[config.mk]
export PLATFORM = sky130hd
export DESIGN_NAME = scoreboard_ctrl
export DESIGN_NICKNAME = d
export VERILOG_FILES = /design/src/logic/sb_pkg.sv /design/src/logic/fu_status_table.sv /design/src/logic/inst_decoder.sv /design/src/logic/issue_control.sv /design/src/logic/reg_result_status.sv /design/src/logic/scoreboard_ctrl.sv /design/src/logic/writeback_arbiter.sv
export VERILOG_INCLUDE_DIRS = /design/src /design/src/logic
export SDC_FILE = /design/constraint.sdc
export NUM_CORES = 1
export LEC_CHECK = 0
export BUFFER_PORTS_ARGS = -buffer_cell sky130_fd_sc_hd__buf_2
export CELL_PAD_IN_SITES_DETAIL_PLACEMENT = 1
export CELL_PAD_IN_SITES_GLOBAL_PLACEMENT = 2
export CORE_MARGIN = 2
export CORE_UTILIZATION = 38
export CTS_CLUSTER_SIZE = 12
export DETAILED_ROUTE_END_ITERATION = 7
export PLACE_DENSITY = 0.88
export SLEW_MARGIN = 30
export SYNTH_ARGS = -nofsm -noshare
export SYNTH_HDL_FRONTEND = slang
export SYNTH_SLANG_ARGS = --single-unit
[constraint.sdc]
create_clock -name clk -period 5.25 [get_ports clk]
set_input_delay 1.05 -clock clk [delete_from_list [all_inputs] [get_ports clk]]
set_output_delay 1.05 -clock clk [all_outputs]
set_load 0.01 [all_outputs]
[src/logic/sb_consts.svh]
`ifndef SB_CONSTS_SVH
`define SB_CONSTS_SVH

`define SB_XLEN   32
`define SB_REG_W  5
`define SB_FU_W   3
`define SB_OP_W   5
`define SB_NUM_FU 5

// unit codes, 0 = no unit
`define SB_FU_NONE 3'd0
`define SB_FU_ALU  3'd1
`define SB_FU_MEM  3'd2
`define SB_FU_MUL  3'd3
`define SB_FU_DIV  3'd4
`define SB_FU_JUMP 3'd5

// major opcodes
`define SB_OPC_OP     7'b0110011
`define SB_OPC_OP_IMM 7'b0010011
`define SB_OPC_LOAD   7'b0000011
`define SB_OPC_STORE  7'b0100011
`define SB_OPC_BRANCH 7'b1100011
`define SB_OPC_LUI    7'b0110111
`define SB_OPC_AUIPC  7'b0010111
`define SB_OPC_JAL    7'b1101111
`define SB_OPC_JALR   7'b1100111

`define SB_F7_BASE   7'h00
`define SB_F7_ALT    7'h20
`define SB_F7_MULDIV 7'h01

// operation code bases, funct3 is or-ed into the low bits
`define SB_OP_ADD   5'd0
`define SB_OP_ADDI  5'd16
`define SB_OP_LUI   5'd24
`define SB_OP_AUIPC 5'd25
`define SB_OP_LOAD  5'd0
`define SB_OP_STORE 5'd8
`define SB_OP_MUL   5'd0
`define SB_OP_DIV   5'd0
`define SB_OP_BEQ   5'd0
`define SB_OP_JAL   5'd8
`define SB_OP_JALR  5'd9

`endif

[src/logic/sb_pkg.sv]
`include "sb_consts.svh"

package sb_pkg;

    typedef logic [`SB_XLEN-1:0]  inst_word_t;
    typedef logic [`SB_REG_W-1:0] reg_idx_t;
    typedef logic [`SB_FU_W-1:0]  fu_id_t;   // 0 means no unit
    typedef logic [`SB_OP_W-1:0]  op_code_t;

    // issue side states around a jump
    typedef enum logic [1:0] {
        CTRL_RUN,
        CTRL_WAIT_JUMP,
        CTRL_FLUSH
    } ctrl_state_t;

endpackage

[src/logic/fu_status_table.sv]
`timescale 1ns/1ps
`include "sb_consts.svh"

module fu_status_table (
    input  logic                             clk,
    input  logic                             rst,
    input  logic                             record_en,
    input  sb_pkg::fu_id_t                   dec_fu,
    input  sb_pkg::op_code_t                 dec_op,
    input  sb_pkg::reg_idx_t                 dec_dst,
    input  sb_pkg::reg_idx_t                 dec_src1,
    input  sb_pkg::reg_idx_t                 dec_src2,
    input  sb_pkg::fu_id_t                   src1_fu,
    input  sb_pkg::fu_id_t                   src2_fu,
    input  logic                             alu_done,
    input  logic                             mem_done,
    input  logic                             mul_done,
    input  logic                             div_done,
    input  logic                             jump_done,
    input  sb_pkg::fu_id_t                   wb_fu,
    output logic [`SB_NUM_FU:1]              busy,
    output sb_pkg::reg_idx_t [`SB_NUM_FU:1]  entry_src1,
    output sb_pkg::reg_idx_t [`SB_NUM_FU:1]  entry_src2,
    output logic [`SB_NUM_FU:1]              entry_rdy1,
    output logic [`SB_NUM_FU:1]              entry_rdy2,
    output sb_pkg::reg_idx_t [`SB_NUM_FU:1]  entry_dst,
    output logic [`SB_NUM_FU:1]              entry_done,
    output logic                             alu_en,
    output logic                             mem_en,
    output logic                             mul_en,
    output logic                             div_en,
    output logic                             jump_en,
    output sb_pkg::op_code_t                 disp_op,
    output sb_pkg::reg_idx_t                 rs1_ctrl,
    output sb_pkg::reg_idx_t                 rs2_ctrl
);
    import sb_pkg::*;

    op_code_t [`SB_NUM_FU:1] entry_op;
    fu_id_t   [`SB_NUM_FU:1] wait_fu1;   // producer the operand still waits on
    fu_id_t   [`SB_NUM_FU:1] wait_fu2;
    logic     [`SB_NUM_FU:1] done_in;
    logic                    rdy1_now;
    logic                    rdy2_now;
    fu_id_t                  disp_fu;

    assign done_in = {jump_done, div_done, mul_done, mem_done, alu_done};

    // a producer retiring on this same edge counts as already written
    assign rdy1_now = (src1_fu == `SB_FU_NONE) || (src1_fu == wb_fu);
    assign rdy2_now = (src2_fu == `SB_FU_NONE) || (src2_fu == wb_fu);

    // jump first, then alu..div in code order
    always_comb begin
        disp_fu = `SB_FU_NONE;
        for (int i = `SB_NUM_FU - 1; i >= 1; i--) begin
            if (entry_rdy1[i] && entry_rdy2[i]) begin
                disp_fu = fu_id_t'(i);
            end
        end
        if (entry_rdy1[`SB_FU_JUMP] && entry_rdy2[`SB_FU_JUMP]) begin
            disp_fu = `SB_FU_JUMP;
        end
    end

    assign alu_en   = (disp_fu == `SB_FU_ALU);
    assign mem_en   = (disp_fu == `SB_FU_MEM);
    assign mul_en   = (disp_fu == `SB_FU_MUL);
    assign div_en   = (disp_fu == `SB_FU_DIV);
    assign jump_en  = (disp_fu == `SB_FU_JUMP);
    assign disp_op  = (disp_fu == `SB_FU_NONE) ? '0 : entry_op[disp_fu];
    assign rs1_ctrl = (disp_fu == `SB_FU_NONE) ? '0 : entry_src1[disp_fu];
    assign rs2_ctrl = (disp_fu == `SB_FU_NONE) ? '0 : entry_src2[disp_fu];

    always_ff @(posedge clk or posedge rst) begin
        if (rst) begin
            busy       <= '0;
            entry_rdy1 <= '0;
            entry_rdy2 <= '0;
            entry_done <= '0;
            wait_fu1   <= '0;
            wait_fu2   <= '0;
        end else begin
            if (record_en) begin
                busy[dec_fu]       <= 1'b1;
                entry_rdy1[dec_fu] <= rdy1_now;
                entry_rdy2[dec_fu] <= rdy2_now;
                wait_fu1[dec_fu]   <= rdy1_now ? `SB_FU_NONE : src1_fu;
                wait_fu2[dec_fu]   <= rdy2_now ? `SB_FU_NONE : src2_fu;
            end
            if (disp_fu != `SB_FU_NONE) begin
                entry_rdy1[disp_fu] <= 1'b0;   // operands read
                entry_rdy2[disp_fu] <= 1'b0;
            end
            entry_done <= entry_done | (done_in & busy);
            if (wb_fu != `SB_FU_NONE) begin
                busy[wb_fu]       <= 1'b0;
                entry_done[wb_fu] <= 1'b0;
                // raw wake-up
                for (int i = 1; i <= `SB_NUM_FU; i++) begin
                    if (wait_fu1[i] == wb_fu) begin
                        entry_rdy1[i] <= 1'b1;
                        wait_fu1[i]   <= `SB_FU_NONE;
                    end
                    if (wait_fu2[i] == wb_fu) begin
                        entry_rdy2[i] <= 1'b1;
                        wait_fu2[i]   <= `SB_FU_NONE;
                    end
                end
            end
        end
    end

    always_ff @(posedge clk) begin
        if (record_en) begin
            entry_op[dec_fu]   <= dec_op;
            entry_dst[dec_fu]  <= dec_dst;
            entry_src1[dec_fu] <= dec_src1;
            entry_src2[dec_fu] <= dec_src2;
        end
    end

endmodule

[src/logic/inst_decoder.sv]
`timescale 1ns/1ps
`include "sb_consts.svh"

module inst_decoder (
    input  sb_pkg::inst_word_t inst,
    output sb_pkg::fu_id_t     dec_fu,
    output sb_pkg::op_code_t   dec_op,
    output sb_pkg::reg_idx_t   dec_dst,
    output sb_pkg::reg_idx_t   dec_src1,
    output sb_pkg::reg_idx_t   dec_src2
);
    import sb_pkg::*;

    logic [6:0] opcode;
    logic [2:0] funct3;
    logic [6:0] funct7;
    reg_idx_t   rd_field;
    reg_idx_t   rs1_field;
    reg_idx_t   rs2_field;
    logic       alt_ok;
    logic       use_rd;
    logic       use_rs1;
    logic       use_rs2;

    assign opcode    = inst[6:0];
    assign funct3    = inst[14:12];
    assign funct7    = inst[31:25];
    assign rd_field  = inst[11:7];
    assign rs1_field = inst[19:15];
    assign rs2_field = inst[24:20];

    // funct7 0x20 only legal on sub and sra
    assign alt_ok = (funct7 == `SB_F7_BASE) ||
                    (funct7 == `SB_F7_ALT && (funct3 == 3'b000 || funct3 == 3'b101));

    always_comb begin
        dec_fu  = `SB_FU_NONE;
        dec_op  = '0;
        use_rd  = 1'b0;
        use_rs1 = 1'b0;
        use_rs2 = 1'b0;
        case (opcode)
            `SB_OPC_OP: begin
                if (funct7 == `SB_F7_MULDIV) begin
                    dec_fu = funct3[2] ? `SB_FU_DIV : `SB_FU_MUL;
                    dec_op = (funct3[2] ? `SB_OP_DIV : `SB_OP_MUL) | {3'b000, funct3[1:0]};
                end else if (alt_ok) begin
                    dec_fu = `SB_FU_ALU;
                    dec_op = `SB_OP_ADD | {1'b0, funct7[5], funct3};
                end
                use_rd  = (dec_fu != `SB_FU_NONE);
                use_rs1 = (dec_fu != `SB_FU_NONE);
                use_rs2 = (dec_fu != `SB_FU_NONE);
            end
            `SB_OPC_OP_IMM: begin
                // only shifts carry funct7 in the immediate
                if (funct3[1:0] != 2'b01 || alt_ok) begin
                    dec_fu  = `SB_FU_ALU;
                    dec_op  = `SB_OP_ADDI | {1'b0, funct3 == 3'b101 && funct7[5], funct3};
                    use_rd  = 1'b1;
                    use_rs1 = 1'b1;
                end
            end
            `SB_OPC_LOAD: begin
                if (funct3 inside {3'd0, 3'd1, 3'd2, 3'd4, 3'd5}) begin
                    dec_fu  = `SB_FU_MEM;
                    dec_op  = `SB_OP_LOAD | {2'b00, funct3};
                    use_rd  = 1'b1;
                    use_rs1 = 1'b1;
                end
            end
            `SB_OPC_STORE: begin
                if (funct3 inside {3'd0, 3'd1, 3'd2}) begin
                    dec_fu  = `SB_FU_MEM;
                    dec_op  = `SB_OP_STORE | {2'b00, funct3};
                    use_rs1 = 1'b1;
                    use_rs2 = 1'b1;
                end
            end
            `SB_OPC_BRANCH: begin
                if (funct3[2:1] != 2'b01) begin
                    dec_fu  = `SB_FU_JUMP;
                    dec_op  = `SB_OP_BEQ | {2'b00, funct3};
                    use_rs1 = 1'b1;
                    use_rs2 = 1'b1;
                end
            end
            `SB_OPC_LUI: begin
                dec_fu = `SB_FU_ALU;
                dec_op = `SB_OP_LUI;
                use_rd = 1'b1;
            end
            `SB_OPC_AUIPC: begin
                dec_fu = `SB_FU_ALU;
                dec_op = `SB_OP_AUIPC;
                use_rd = 1'b1;
            end
            `SB_OPC_JAL: begin
                dec_fu = `SB_FU_JUMP;
                dec_op = `SB_OP_JAL;
                use_rd = 1'b1;
            end
            `SB_OPC_JALR: begin
                if (funct3 == 3'b000) begin
                    dec_fu  = `SB_FU_JUMP;
                    dec_op  = `SB_OP_JALR;
                    use_rd  = 1'b1;
                    use_rs1 = 1'b1;
                end
            end
            default: ;
        endcase
    end

    // unused fields read as x0
    assign dec_dst  = use_rd ? rd_field : '0;
    assign dec_src1 = use_rs1 ? rs1_field : '0;
    assign dec_src2 = use_rs2 ? rs2_field : '0;

endmodule

[src/logic/issue_control.sv]
`timescale 1ns/1ps
`include "sb_consts.svh"

module issue_control (
    input  logic                clk,
    input  logic                rst,
    input  sb_pkg::fu_id_t      dec_fu,
    input  logic [`SB_NUM_FU:1] busy,
    input  logic                dst_pending,
    input  logic                jump_done,
    input  logic                is_jump,
    output logic                issue_en,
    output logic                record_en
);
    import sb_pkg::*;

    ctrl_state_t state;
    logic        busy_hit;
    logic        stall;

    assign busy_hit = (dec_fu != `SB_FU_NONE) && busy[dec_fu];   // structural
    assign stall    = busy_hit || dst_pending;

    // flush cycle lets the fetched word go by without recording it
    assign issue_en  = (state == CTRL_FLUSH) || (state == CTRL_RUN && !stall);
    assign record_en = (state == CTRL_RUN) && !stall && (dec_fu != `SB_FU_NONE);

    always_ff @(posedge clk or posedge rst) begin
        if (rst) begin
            state <= CTRL_RUN;
        end else begin
            case (state)
                CTRL_RUN: begin
                    if (record_en && dec_fu == `SB_FU_JUMP) begin
                        state <= CTRL_WAIT_JUMP;
                    end
                end
                CTRL_WAIT_JUMP: begin
                    if (jump_done) begin
                        state <= is_jump ? CTRL_FLUSH : CTRL_RUN;   // taken -> drop one
                    end
                end
                default: state <= CTRL_RUN;
            endcase
        end
    end

endmodule

[src/logic/reg_result_status.sv]
`timescale 1ns/1ps
`include "sb_consts.svh"

module reg_result_status (
    input  logic                            clk,
    input  logic                            rst,
    input  logic                            record_en,
    input  sb_pkg::fu_id_t                  dec_fu,
    input  sb_pkg::reg_idx_t                dec_dst,
    input  sb_pkg::reg_idx_t                dec_src1,
    input  sb_pkg::reg_idx_t                dec_src2,
    input  sb_pkg::fu_id_t                  wb_fu,
    input  sb_pkg::reg_idx_t [`SB_NUM_FU:1] entry_dst,
    output sb_pkg::fu_id_t                  src1_fu,
    output sb_pkg::fu_id_t                  src2_fu,
    output logic                            dst_pending
);
    import sb_pkg::*;

    fu_id_t rrs [0:(1 << `SB_REG_W) - 1];   // pending writer per register

    assign src1_fu     = rrs[dec_src1];
    assign src2_fu     = rrs[dec_src2];
    assign dst_pending = (dec_dst != '0) && (rrs[dec_dst] != `SB_FU_NONE);   // waw

    always_ff @(posedge clk or posedge rst) begin
        if (rst) begin
            for (int r = 0; r < (1 << `SB_REG_W); r++) begin
                rrs[r] <= `SB_FU_NONE;
            end
        end else begin
            if (wb_fu != `SB_FU_NONE) begin
                rrs[entry_dst[wb_fu]] <= `SB_FU_NONE;
            end
            // x0 never gets a writer
            if (record_en && dec_dst != '0) begin
                rrs[dec_dst] <= dec_fu;
            end
        end
    end

endmodule

[src/logic/scoreboard_ctrl.sv]
`timescale 1ns/1ps
`include "sb_consts.svh"

module scoreboard_ctrl (
    input  logic               clk,
    input  logic               rst,
    input  sb_pkg::inst_word_t inst,
    input  logic               alu_done,
    input  logic               mem_done,
    input  logic               mul_done,
    input  logic               div_done,
    input  logic               jump_done,
    input  logic               is_jump,
    output logic               issue_en,
    output logic               alu_en,
    output logic               mem_en,
    output logic               mul_en,
    output logic               div_en,
    output logic               jump_en,
    output sb_pkg::op_code_t   disp_op,
    output sb_pkg::reg_idx_t   rs1_ctrl,
    output sb_pkg::reg_idx_t   rs2_ctrl,
    output logic               reg_write,
    output sb_pkg::fu_id_t     write_sel,
    output sb_pkg::reg_idx_t   rd_ctrl
);
    import sb_pkg::*;

    // decode
    fu_id_t   dec_fu;
    op_code_t dec_op;
    reg_idx_t dec_dst;
    reg_idx_t dec_src1;
    reg_idx_t dec_src2;

    // issue
    fu_id_t src1_fu;
    fu_id_t src2_fu;
    logic   dst_pending;
    logic   record_en;

    // table state toward writeback
    logic     [`SB_NUM_FU:1] busy;
    reg_idx_t [`SB_NUM_FU:1] entry_src1;
    reg_idx_t [`SB_NUM_FU:1] entry_src2;
    logic     [`SB_NUM_FU:1] entry_rdy1;
    logic     [`SB_NUM_FU:1] entry_rdy2;
    reg_idx_t [`SB_NUM_FU:1] entry_dst;
    logic     [`SB_NUM_FU:1] entry_done;
    fu_id_t                  wb_fu;

    inst_decoder u_inst_decoder (.*);

    reg_result_status u_reg_result_status (.*);

    issue_control u_issue_control (.*);

    fu_status_table u_fu_status_table (.*);

    writeback_arbiter u_writeback_arbiter (.*);

endmodule

[src/logic/writeback_arbiter.sv]
`timescale 1ns/1ps
`include "sb_consts.svh"

module writeback_arbiter (
    input  sb_pkg::reg_idx_t [`SB_NUM_FU:1] entry_src1,
    input  sb_pkg::reg_idx_t [`SB_NUM_FU:1] entry_src2,
    input  logic [`SB_NUM_FU:1]             entry_rdy1,
    input  logic [`SB_NUM_FU:1]             entry_rdy2,
    input  sb_pkg::reg_idx_t [`SB_NUM_FU:1] entry_dst,
    input  logic [`SB_NUM_FU:1]             entry_done,
    output sb_pkg::fu_id_t                  wb_fu,
    output logic                            reg_write,
    output sb_pkg::fu_id_t                  write_sel,
    output sb_pkg::reg_idx_t                rd_ctrl
);
    import sb_pkg::*;

    logic [`SB_NUM_FU:1] war_ok;

    // blocked while another unit holds dst as a ready, unread source
    always_comb begin
        for (int u = 1; u <= `SB_NUM_FU; u++) begin
            war_ok[u] = 1'b1;
            for (int v = 1; v <= `SB_NUM_FU; v++) begin
                if (v != u && entry_dst[u] != '0 &&
                    ((entry_rdy1[v] && entry_src1[v] == entry_dst[u]) ||
                     (entry_rdy2[v] && entry_src2[v] == entry_dst[u]))) begin
                    war_ok[u] = 1'b0;
                end
            end
        end
    end

    // jump wins, then lowest code
    always_comb begin
        wb_fu = `SB_FU_NONE;
        for (int i = `SB_NUM_FU - 1; i >= 1; i--) begin
            if (entry_done[i] && war_ok[i]) begin
                wb_fu = fu_id_t'(i);
            end
        end
        if (entry_done[`SB_FU_JUMP] && war_ok[`SB_FU_JUMP]) begin
            wb_fu = `SB_FU_JUMP;
        end
    end

    assign reg_write = (wb_fu != `SB_FU_NONE);
    assign write_sel = wb_fu;
    assign rd_ctrl   = reg_write ? entry_dst[wb_fu] : '0;   // 0 for store/branch

endmodule

==> impl_metrics.toml, run 1 <==
[finish]
antennaDiodeCount = 0
final_common_cell = "xor2_1"
final_layout_size_suffix_gt1_share_pct = 19.73
final_net_count = 1766
area_delta_synth_final_pct = 15.80
final_cell_mix = "161 x xor2_1, 148 x dfrtp_1, 101 x buf_4"

[timing]
setup-tns-final_ps = 0
slew_headroom_pct = 35.08
tightestPinTransition_ps = 973.8
worst_hold_slack_ps = 533.1
final-max-slew-violation-count = 0
setup_viol = 0
fmax_ghz = 0.1959
grt_setup_unrepaired = "false"
finalCritPeriodShare_pct = 97.24
period_minus_slack_ps = 5105
finClkSkew_ps = 10.36
report.final.hold_viol_count = 0

[die]
num_io_pins = 70
die_x_um = 214.3
fp.coreArea_um2 = 43930
die_area_um2 = 45930
row_count = 77
start_util_pct = 38.26
die_h_um = 214.3

[synthesis]
synth_fp_nets = 1697
postSynthCellCount = 1657
synth_cell_types = 97
async_flop_share_pct = 59.68
ys_ff_latch = 248
synth_area_per_cell_um2 = 10.14
ys_seq_area_share_pct = 39.90
ys_warn_count = 0
synth_edf_count = 100
synthFlopType = "dfrtp_1"
synth_area_um2 = 16810

[cts]
cts_buffers = 29
cts_sinks = 248
insertion_delay_ps = 570
clk_path_buf_depth = 3
root_buffer = "clkbuf_16"
htreeDepth = 1
clk_pin_slew_ps = 60
cts_tree = "yes"

[global_route]
grt_pass1_wl_um = 98710
grt.overflow.total = 0
antenna_found_initial = 2
grt_max_degree = 69
grt_usage_pct = 28.04
grt_pass1_vias = 15370

[setup_path]
cp_cell_sequence = "buf_4 -> xor2_1 -> nor4_1 -> nand3_1 -> and4_1 -> a21o_1 -> o211a_2 -> nor2_4 -> clkinvlp_4 -> o221ai_4 -> a21o_1 -> inv_2 -> buf_2"
crit_slowest_cell = "edfxtp_1"
slowest_delay_ps = 590
crit_path_frequent_cell = "a21o_1"
path_class = "flip-flop to primary output"
cp_top_family = "compound AO/OA/AOI/OAI gates"
required_ps = 4200
cp.depth = 13
arrival_ps = 4060
crit_path_max_fanout = 8
cp_num_buf_inv = 4
r2r_cells = 13
start_kind = "flip-flop"
endpoint_kind = "primary output"

[power]
peakVddDrop_uv = 240.8
powerDensity_nw_per_um2 = 317.5
p_leak_nw = 7.905

[detailed_routing]
antenna_left = 0
wl_per_cell_um = 28.10
vias = 14640
via_per_inst = 6.255
drc = 0
wl_um = 65790
drt_iter0_drc = 1291
first_pass_iters = 5

[min_path]
min_path_type = "flip-flop to flip-flop"
hold_depth = 1

[placement]
dp_hpwl_um = 47460
port_buffers = 69
routabilityCongestion = 0.9790

[status]
outcome = "complete, no violations"

[flow_run]
drv_cap = 0
[cells in the mapped netlist (7+ instances only)]
master / count / area (um^2)
mux2i_1: 82 / 820.8
and4_1: 9 / 78.83
o21bai_1: 15 / 112.6
nand2b_1: 10 / 62.56
buf_2: 41 / 205.2
buf_1: 14 / 52.55
mux2_2: 8 / 90.09
nor2b_1: 15 / 93.84
o22ai_1: 33 / 206.5
and3_1: 7 / 43.79
nor4_1: 42 / 262.8
mux4_2: 47 / 1059
a211oi_1: 15 / 112.6
o211ai_1: 7 / 52.55
o2bb2ai_1: 71 / 621.9
o21ai_0: 56 / 280.3
o221a_2: 8 / 90.09
o31ai_1: 7 / 52.55
a21oi_1: 60 / 300.3
nor3_1: 42 / 210.2
nand4_1: 22 / 137.6
dfrtp_1: 148 / 3704
edfxtp_1: 100 / 3003
nand3_1: 68 / 340.3
xor2_1: 161 / 1410
inv_1: 54 / 202.7
a31oi_1: 10 / 62.56
clkbuf_1: 89 / 334.1
and2_1: 9 / 56.30
nor2_1: 96 / 360.4
xnor2_1: 65 / 569.3
nand2_1: 82 / 307.8
[flip-flops by register name (all words and copies together) (netlist names)]
signal,count
u_fu_status_table.wait_fu2,15
u_fu_status_table.entry_src2,25
u_issue_control.state,2
u_fu_status_table.entry_op,25
u_fu_status_table.busy,5
u_fu_status_table.entry_rdy2,5
u_fu_status_table.entry_dst,25
u_reg_result_status.rrs,96
u_fu_status_table.wait_fu1,15
u_fu_status_table.entry_src1,25
u_fu_status_table.entry_done,5
u_fu_status_table.entry_rdy1,5
[what timing repair did]
action                                  4_1_cts  5_1_grt
endpoints found under the setup margin        2        4
buffers inserted                             26       34
resized for setup                             0        4
pin swaps                                     0        2
hold buffers                                  0        0
[final cells by class]
class	count	area, um^2
inverter	62	244.0
multi-input combinational	1193	9226
timing repair buffer	192	1544
fill	4901	24470
clock inverter	9	126.4
clock buffer	45	877.1
sequential	248	6706
tap	592	740.7
[final timing paths]
kind | from | end | slack [ps]
max | u_fu_status_table.entry_dst[14] | rd_ctrl[3] | 140
min | u_reg_result_status.rrs[32] | u_reg_result_status.rrs[32] | 530
max reg2reg | u_fu_status_table.entry_dst[14] | u_reg_result_status.rrs[58] | 1010
min reg2reg | u_reg_result_status.rrs[32] | u_reg_result_status.rrs[32] | 530
max in group asynchronous | rst | u_fu_status_table.wait_fu1[9] | 3590
min in group asynchronous | rst | u_reg_result_status.rrs[5] | 590
[routing by layer]
metal  wire (um)  track usage [%]  vias to the layer above
li1            -                -                     6316
met3        4102            3.660                      202
met2       31480            46.62                      617
met4        3536            14.00                        2
met1       26650            36.04                     7506
met5          14                0                        -
[through the flow]
stage / std cells / total power [mW] / setup slack (ps) / instance area, um^2 / utilization, %
6_report: 2341 / 6.180 / 144.7 / 19460 / 44.31
5_1_grt: 2341 / 6.397 / 4.029 / 19460 / 44.31
4_1_cts: 2307 / 6.147 / 1.364 / 19050 / 43.36
3_5_place_dp: 2227 / 4.001 / 220.0 / 17750 / 40.41
3_3_place_gp: 2227 / 3.951 / 276.8 / 17740 / 40.39
2_1_floorplan: 1657 / 3.319 / 220.3 / 16810 / -
[power by group]
group	switching, mW	internal [mW]
Combinational	1.13	0.629
Sequential	0.170	2.11
Clock	0.847	1.29
Total	2.15	4.03
[cells by family (layout without fill, tap and decap cells)]
group	Yosys count	count (layout)	share of synthesized area (%)
DFF	248	248	39.90
muxes	137	137	11.72
buffers and inverters	216	308	5.456
xor gates and xnor gates	226	226	11.78
and+or+nand+nor	445	445	14.05
AOI/OAI and AO/OA	385	385	17.10
Note: power is estimated with default switching activity, not from simulation.
==> run 2, diff against run 1 <==
--- a/config.mk
+++ b/config.mk
@@ -8,13 +8,15 @@
 export LEC_CHECK = 0
 export BUFFER_PORTS_ARGS = -buffer_cell sky130_fd_sc_hd__buf_2
 export CELL_PAD_IN_SITES_DETAIL_PLACEMENT = 1
-export CELL_PAD_IN_SITES_GLOBAL_PLACEMENT = 2
+export CELL_PAD_IN_SITES_GLOBAL_PLACEMENT = 1
+export CORE_ASPECT_RATIO = 0.8
 export CORE_MARGIN = 2
-export CORE_UTILIZATION = 38
+export CORE_UTILIZATION = 45
 export CTS_CLUSTER_SIZE = 12
 export DETAILED_ROUTE_END_ITERATION = 7
-export PLACE_DENSITY = 0.88
+export PLACE_DENSITY = 0.87
 export SLEW_MARGIN = 30
 export SYNTH_ARGS = -nofsm -noshare
 export SYNTH_HDL_FRONTEND = slang
+export SYNTH_HIERARCHICAL = 1
 export SYNTH_SLANG_ARGS = --single-unit
==> run 2 against run 1 <==
Effect of this change: the run now ends with negative setup slack left; sequential share of layout area is 2.4 points lower; core utilization is 14 points higher; non-clock buffer count is 129 higher; largest cell class unchanged.
==> impl_metrics.toml, run 2 <==
[placement]
routabilityCongestion = 1.039
dp_hpwl_um = 48530
port_buffers = 69
post_dp_cell_area_um2 = 18880

[synthesis]
synth_top_cells_by_count = "232 x nand2_1, 179 x xor2_1, 148 x dfrtp_1"
synth-adder-area-share_pct = 0
synthFlopType = "dfrtp_1"
postSynthCellCount = 1673
async_flop_share_pct = 59.68
synthMuxAreaShare_pct = 13.38
synth_cell_types = 85
ys_seq_area_share_pct = 40.28
yosysMostFrequentCell = "nand2_1"
synth_largest_area_cell = "dfrtp_1"
synth_area_um2 = 16650
synthTopCellsByArea = "dfrtp_1 22%, edfxtp_1 18%, xor2_1 9.4%, mux4_2 8.1%, nand2_1 5.2%"
yosysTopAreaCellShare_pct = 22.25
yosys.area_share.simple_pct = 18.30
synth_compound_area_share_pct = 11.99
synth_fp_nets = 1713
ys_ff_latch = 248
synth_edf_count = 100
synthXorXnorAreaFrac_pct = 11.89
ys_warn_count = 6
synth_area_per_cell_um2 = 9.951
synth_top_family_by_area = "simple AND/OR/NAND/NOR gates"

[detailed_routing]
wl_per_cell_um = 33.22
antenna_left = 0
met2_length_um = 35480
met3_length_um = 9914
drc = 0
wl_met1_um = 27780
vias = 17350
highest_layer = "met5"
drt_iter0_drc = 2587
first_pass_iters = 8
via_per_inst = 7.192
wl_um = 80160

[timing]
fin_ws_ps = -619.1
report.final.hold_viol_count = 0
finClkSkew_ps = 41.05
setup_viol = 234
fmax_ghz = 0.1704
finalCritPeriodShare_pct = 111.8
final-max-slew-violation-count = 0
grt_setup_unrepaired = "true"
tightestPinTransition_ps = 1111
slew_headroom_pct = 25.75
period_minus_slack_ps = 5869

[global_route]
antenna_found_initial = 1
grt_pass1_wl_um = 104300
grt.overflow.total = 0
grt_pass1_vias = 17040
grt_max_degree = 59
grt_usage_pct = 35.62

[die]
start_util_pct = 46.05
die_area_um2 = 38560
fp.coreArea_um2 = 36150
die_h_um = 176.0
die_x_um = 219.1
row_count = 62
num_io_pins = 70

[finish]
top_register = "u_reg_result_status/rrs"
fillerInstances = 3874
antennaDiodeCount = 0
multi_input_area_um2 = 9967
final_layout_size_suffix_gt1_share_pct = 30.32
seqCellArea_um2 = 6706
fin_area_um2 = 20920
final_net_count = 1953
final_cell_mix = "211 x buf_4, 207 x nand2_1, 179 x xor2_1"
final_common_cell = "buf_4"
largest_register_ffs = 96
area_delta_synth_final_pct = 25.63

[setup_path]
path_class = "flip-flop to flip-flop"
required_ps = 5680
arrival_ps = 6300
start_kind = "flip-flop"
crit_path_max_fanout = 19
endpoint_kind = "flip-flop"

[cts]
htreeDepth = 1
postCtsHoldBufs = 0
root_buffer = "clkbuf_16"
clk_path_buf_depth = 3
clk_pin_slew_ps = 70
insertion_delay_ps = 610
cts_buffers = 27
cts_tree = "yes"
cts_sinks = 248

[flow_run]
drv_cap = 0

[power]
peakVddDrop_uv = 287.0
powerDensity_nw_per_um2 = 305.6
p_total_mw = 6.392
p_leak_nw = 9.739

[status]
violations = "negative setup slack"
outcome = "finished with violations"

[min_path]
min_path_type = "input pin to async pin"
run 2: worst max-delay path, stage by stage, from the launching register on:
cell	delay, ps
edfxtp_1	960
xor2_1	230
nor4_1	490
nand3_1	200
nand4_1	160
o22ai_1	140
and2_0	290
nand2b_1	340
a2bb2oi_2	480
inv_1	290
buf_4	300
a221oi_1	430
a32oi_1	370
nor3_1	790
o21ai_0	190
run 2: layout make-up:
| class | count | area share [%] |
|---|---|---|
| sequential | 248 | 32.07 |
| inverter | 28 | 0.5803 |
| tap | 480 | 2.871 |
| clock buffer | 41 | 3.817 |
| multi-input combinational | 1287 | 47.65 |
| clock inverter | 8 | 0.5025 |
| timing repair buffer | 321 | 12.51 |
run 2: final timing paths:
path,slack [ps],depth (start not counted),from,endpoint
min in group clk,500,1,u_issue_control/state[1],u_issue_control/state[0]
max in group asynchronous,3380,3,rst,u_reg_result_status/rrs[3]
min,360,2,rst,u_issue_control/state[0]
min reg2reg,500,1,u_issue_control/state[1],u_issue_control/state[0]
max reg2reg,-620,14,u_fu_status_table/entry_dst[17],u_reg_result_status/rrs[82]
max,-620,14,u_fu_status_table/entry_dst[17],u_reg_result_status/rrs[82]
run 2: routing by layer:
| metal | up-vias | GRT usage [%] |
|---|---|---|
| met5 | - | 0 |
| met4 | 4 | 21.37 |
| met3 | 587 | 8.010 |
| met2 | 1611 | 57.09 |
| met1 | 8521 | 44.13 |
| li1 | 6631 | - |
run 2: per-stage QoR:
step / std cells / worst slack (ps) / util, % / TNS, ps / hold WS (ps)
2_1_floorplan: 1673 / -411.0 / - / -50790 / 442.8
6_report: 2413 / -619.1 / 57.86 / -43310 / 355.6
5_1_grt: 2413 / -665.4 / 57.86 / -61800 / 356.2
3_3_place_gp: 2305 / -592.3 / 52.23 / -104820 / 480.0
4_1_cts: 2359 / -345.3 / 55.23 / -496.4 / 339.0
3_5_place_dp: 2305 / -782.2 / 52.24 / -145120 / 498.4
run 2: repair_timing:
| item | 4_1_cts | 5_1_grt |
|---|---|---|
| setup buffers | 4 | 52 |
| setup endpoints to repair | 141 | 240 |
| endpoints found under the hold margin | 0 | 0 |
| gates resized for setup | 30 | 93 |
| pin swaps | 5 | 29 |
| gates cloned | 1 | 2 |
run 2: power breakdown:
group	total [mW]	internal (mW)	switching, mW
Sequential	2.22	2.06	0.161
Combinational	2.11	0.684	1.42
Clock	2.06	1.15	0.915
Total	6.39	3.89	2.50
run 2: cells by family (layout without fill, tap and decap cells):
group           after synthesis  after routing
buf+inv                     139            398
compound gates              307            307
xor+xnor                    226            226
mux                         144            144
simple gates                609            610
flops                       248            248
==> run 3, diff against run 2 <==
--- a/config.mk
+++ b/config.mk
@@ -6,15 +6,16 @@
 export SDC_FILE = /design/constraint.sdc
 export NUM_CORES = 1
 export LEC_CHECK = 0
-export BUFFER_PORTS_ARGS = -buffer_cell sky130_fd_sc_hd__buf_2
 export CELL_PAD_IN_SITES_DETAIL_PLACEMENT = 1
 export CELL_PAD_IN_SITES_GLOBAL_PLACEMENT = 1
 export CORE_ASPECT_RATIO = 0.8
 export CORE_MARGIN = 2
-export CORE_UTILIZATION = 45
+export CORE_UTILIZATION = 48
+export CTS_BUF_LIST = sky130_fd_sc_hd__clkbuf_2 sky130_fd_sc_hd__clkbuf_4 sky130_fd_sc_hd__clkbuf_8
 export CTS_CLUSTER_SIZE = 12
 export DETAILED_ROUTE_END_ITERATION = 7
-export PLACE_DENSITY = 0.87
+export DONT_BUFFER_PORTS = 1
+export PLACE_DENSITY = 0.89
 export SLEW_MARGIN = 30
 export SYNTH_ARGS = -nofsm -noshare
 export SYNTH_HDL_FRONTEND = slang
==> run 3 against run 2 <==
Effect of this change: the run still ends with negative setup slack left; routed wire length hardly changed; worst hold slack worse by 160 ps; sequential share of layout area increased by 1.5 points; global-route usage increased by 2.8 points; highest routed layer is now met4.
==> impl_metrics.toml, run 3 (synthesis gave the netlist of run 2 again) <==
[die]
die_area_um2 = 36200
die_x_um = 212.2
row_count = 60
start_util_pct = 49.06
num_io_pins = 70
die_h_um = 170.6
fp.coreArea_um2 = 33930

[timing]
grt_setup_unrepaired = "true"
final-max-slew-violation-count = 0
tightestPinTransition_ps = 1444
finalCritPeriodShare_pct = 114.4
fmax_ghz = 0.1665
finClkSkew_ps = 48.29
period_minus_slack_ps = 6006
fin_ws_ps = -756.3
slew_headroom_pct = 3.411
report.final.hold_viol_count = 0
setup_viol = 176

[global_route]
grt-busiest-layer = "met2"
antenna_found_initial = 6
grt_usage_pct = 38.45
grt_pass1_vias = 17010
grt_pass1_wl_um = 104600
grt.overflow.total = 0
met1_usage_pct = 47.61
grtUsageMet2_pct = 60.40
use_met3_pct = 9.692
grt_max_degree = 63

[setup_path]
path_class = "flip-flop to primary output"
r2r_cells = 14
start_kind = "flip-flop"
arrival_ps = 4960
crit_path_max_fanout = 6
r2r_slack_ps = -600
endpoint_kind = "primary output"
required_ps = 4200

[finish]
final_layout_size_suffix_gt1_share_pct = 25.42
top_register = "u_reg_result_status/rrs"
final_common_cell = "nand2_1"
fin_area_um2 = 19970
final_net_count = 1866
largest_register_ffs = 96
fin_cells = 2328
area_delta_synth_final_pct = 19.97
final_cell_mix = "218 x nand2_1, 188 x buf_4, 179 x xor2_1"

[placement]
dp_hpwl_um = 46890
post_dp_cell_area_um2 = 18300
port_buffers = 0
post-place-cells = 2185
routabilityCongestion = 0.9908

[detailed_routing]
antenna_left = 0
vias = 17400
drt_iter0_drc = 2954
via_per_inst = 7.473
drc = 0
wl_per_cell_um = 34.41
first_pass_iters = 7
wl_um = 80100

[power]
p_total_mw = 6.143
p_leak_nw = 9.315
powerDensity_nw_per_um2 = 307.6
peakVddDrop_uv = 230.5

[cts]
insertion_delay_ps = 640
cts_buffers = 43
htreeDepth = 2
clk_pin_slew_ps = 70
postCtsHoldBufs = 0
cts_tree = "yes"
cts_sinks = 248
root_buffer = "clkbuf_8"
clk_path_buf_depth = 3

[flow_run]
drv_cap = 0

[min_path]
min_path_type = "input pin to async pin"

[status]
violations = "negative setup slack"
outcome = "finished with violations"
## run 3: cell count changes in the layout (fill, tap and decap cells not counted), moves of 23 or more
cell and change:
buf_2 -68, buf_4 -23, clkbuf_16 -27, clkbuf_8 +47
## run 3: repair_timing
action	4_1_cts	5_1_grt
endpoints found under the setup margin	1	177
buffers inserted	4	55
resized for setup	9	38
pin swaps	5	6
cloned	0	2
## run 3: worst max-delay path, stage by stage, from the launching register on
cell	delay (ps)
edfxtp_1	540
xor2_1	240
nor4_1	650
nand3_1	350
nand4_1	220
o22a_1	300
nor2_1	180
a21o_1	310
a2bb2oi_2	270
o32ai_1	1250
## run 3: layout make-up
type / count / area [um^2]
Inverter: 28 / 121.4
Antenna cell: 6 / 15.01
Clock inverter: 11 / 62.56
Multi-Input combinational cell: 1287 / 9696
Sequential cell: 248 / 6706
Clock buffer: 65 / 825.8
Tap cell: 465 / 581.8
Timing Repair Buffer: 218 / 1964
Fill cell: 3720 / 13960
## run 3: layer usage
metal	part of all wire, %	up-vias
li1	-	6471
met1	34	8414
met2	43	1838
met3	14	673
met4	9.7	0
met5	0	-
## run 3: power breakdown
part | switching [mW] | internal [mW]
clock network | 0.958 | 1.01
registers | 0.149 | 2.06
logic | 1.39 | 0.577
total | 2.49 | 3.65
## run 3: worst paths after layout
check,start,to
setup / recovery,u_fu_status_table/entry_src2[10],rd_ctrl[2]
hold / removal,rst,u_issue_control/state[0]
setup reg to reg,u_fu_status_table/entry_src2[10],u_reg_result_status/rrs[81]
hold reg to reg,u_issue_control/state[1],u_issue_control/state[0]
max in group asynchronous,rst,u_reg_result_status/rrs[69]
min in group clk,u_issue_control/state[1],u_issue_control/state[0]
## run 3: metrics by stage
step	TNS, ps	worst slack, ps	util, %	hold slack [ps]
3_3_place_gp	-51880	-462.3	53.92	486.0
3_5_place_dp	-86640	-551.0	53.93	489.4
6_report	-23220	-756.3	58.86	192.7
4_1_cts	-275.6	-275.6	56.77	180.1
5_1_grt	-18370	-683.7	58.85	171.6
2_1_floorplan	-50790	-411.0	-	442.8
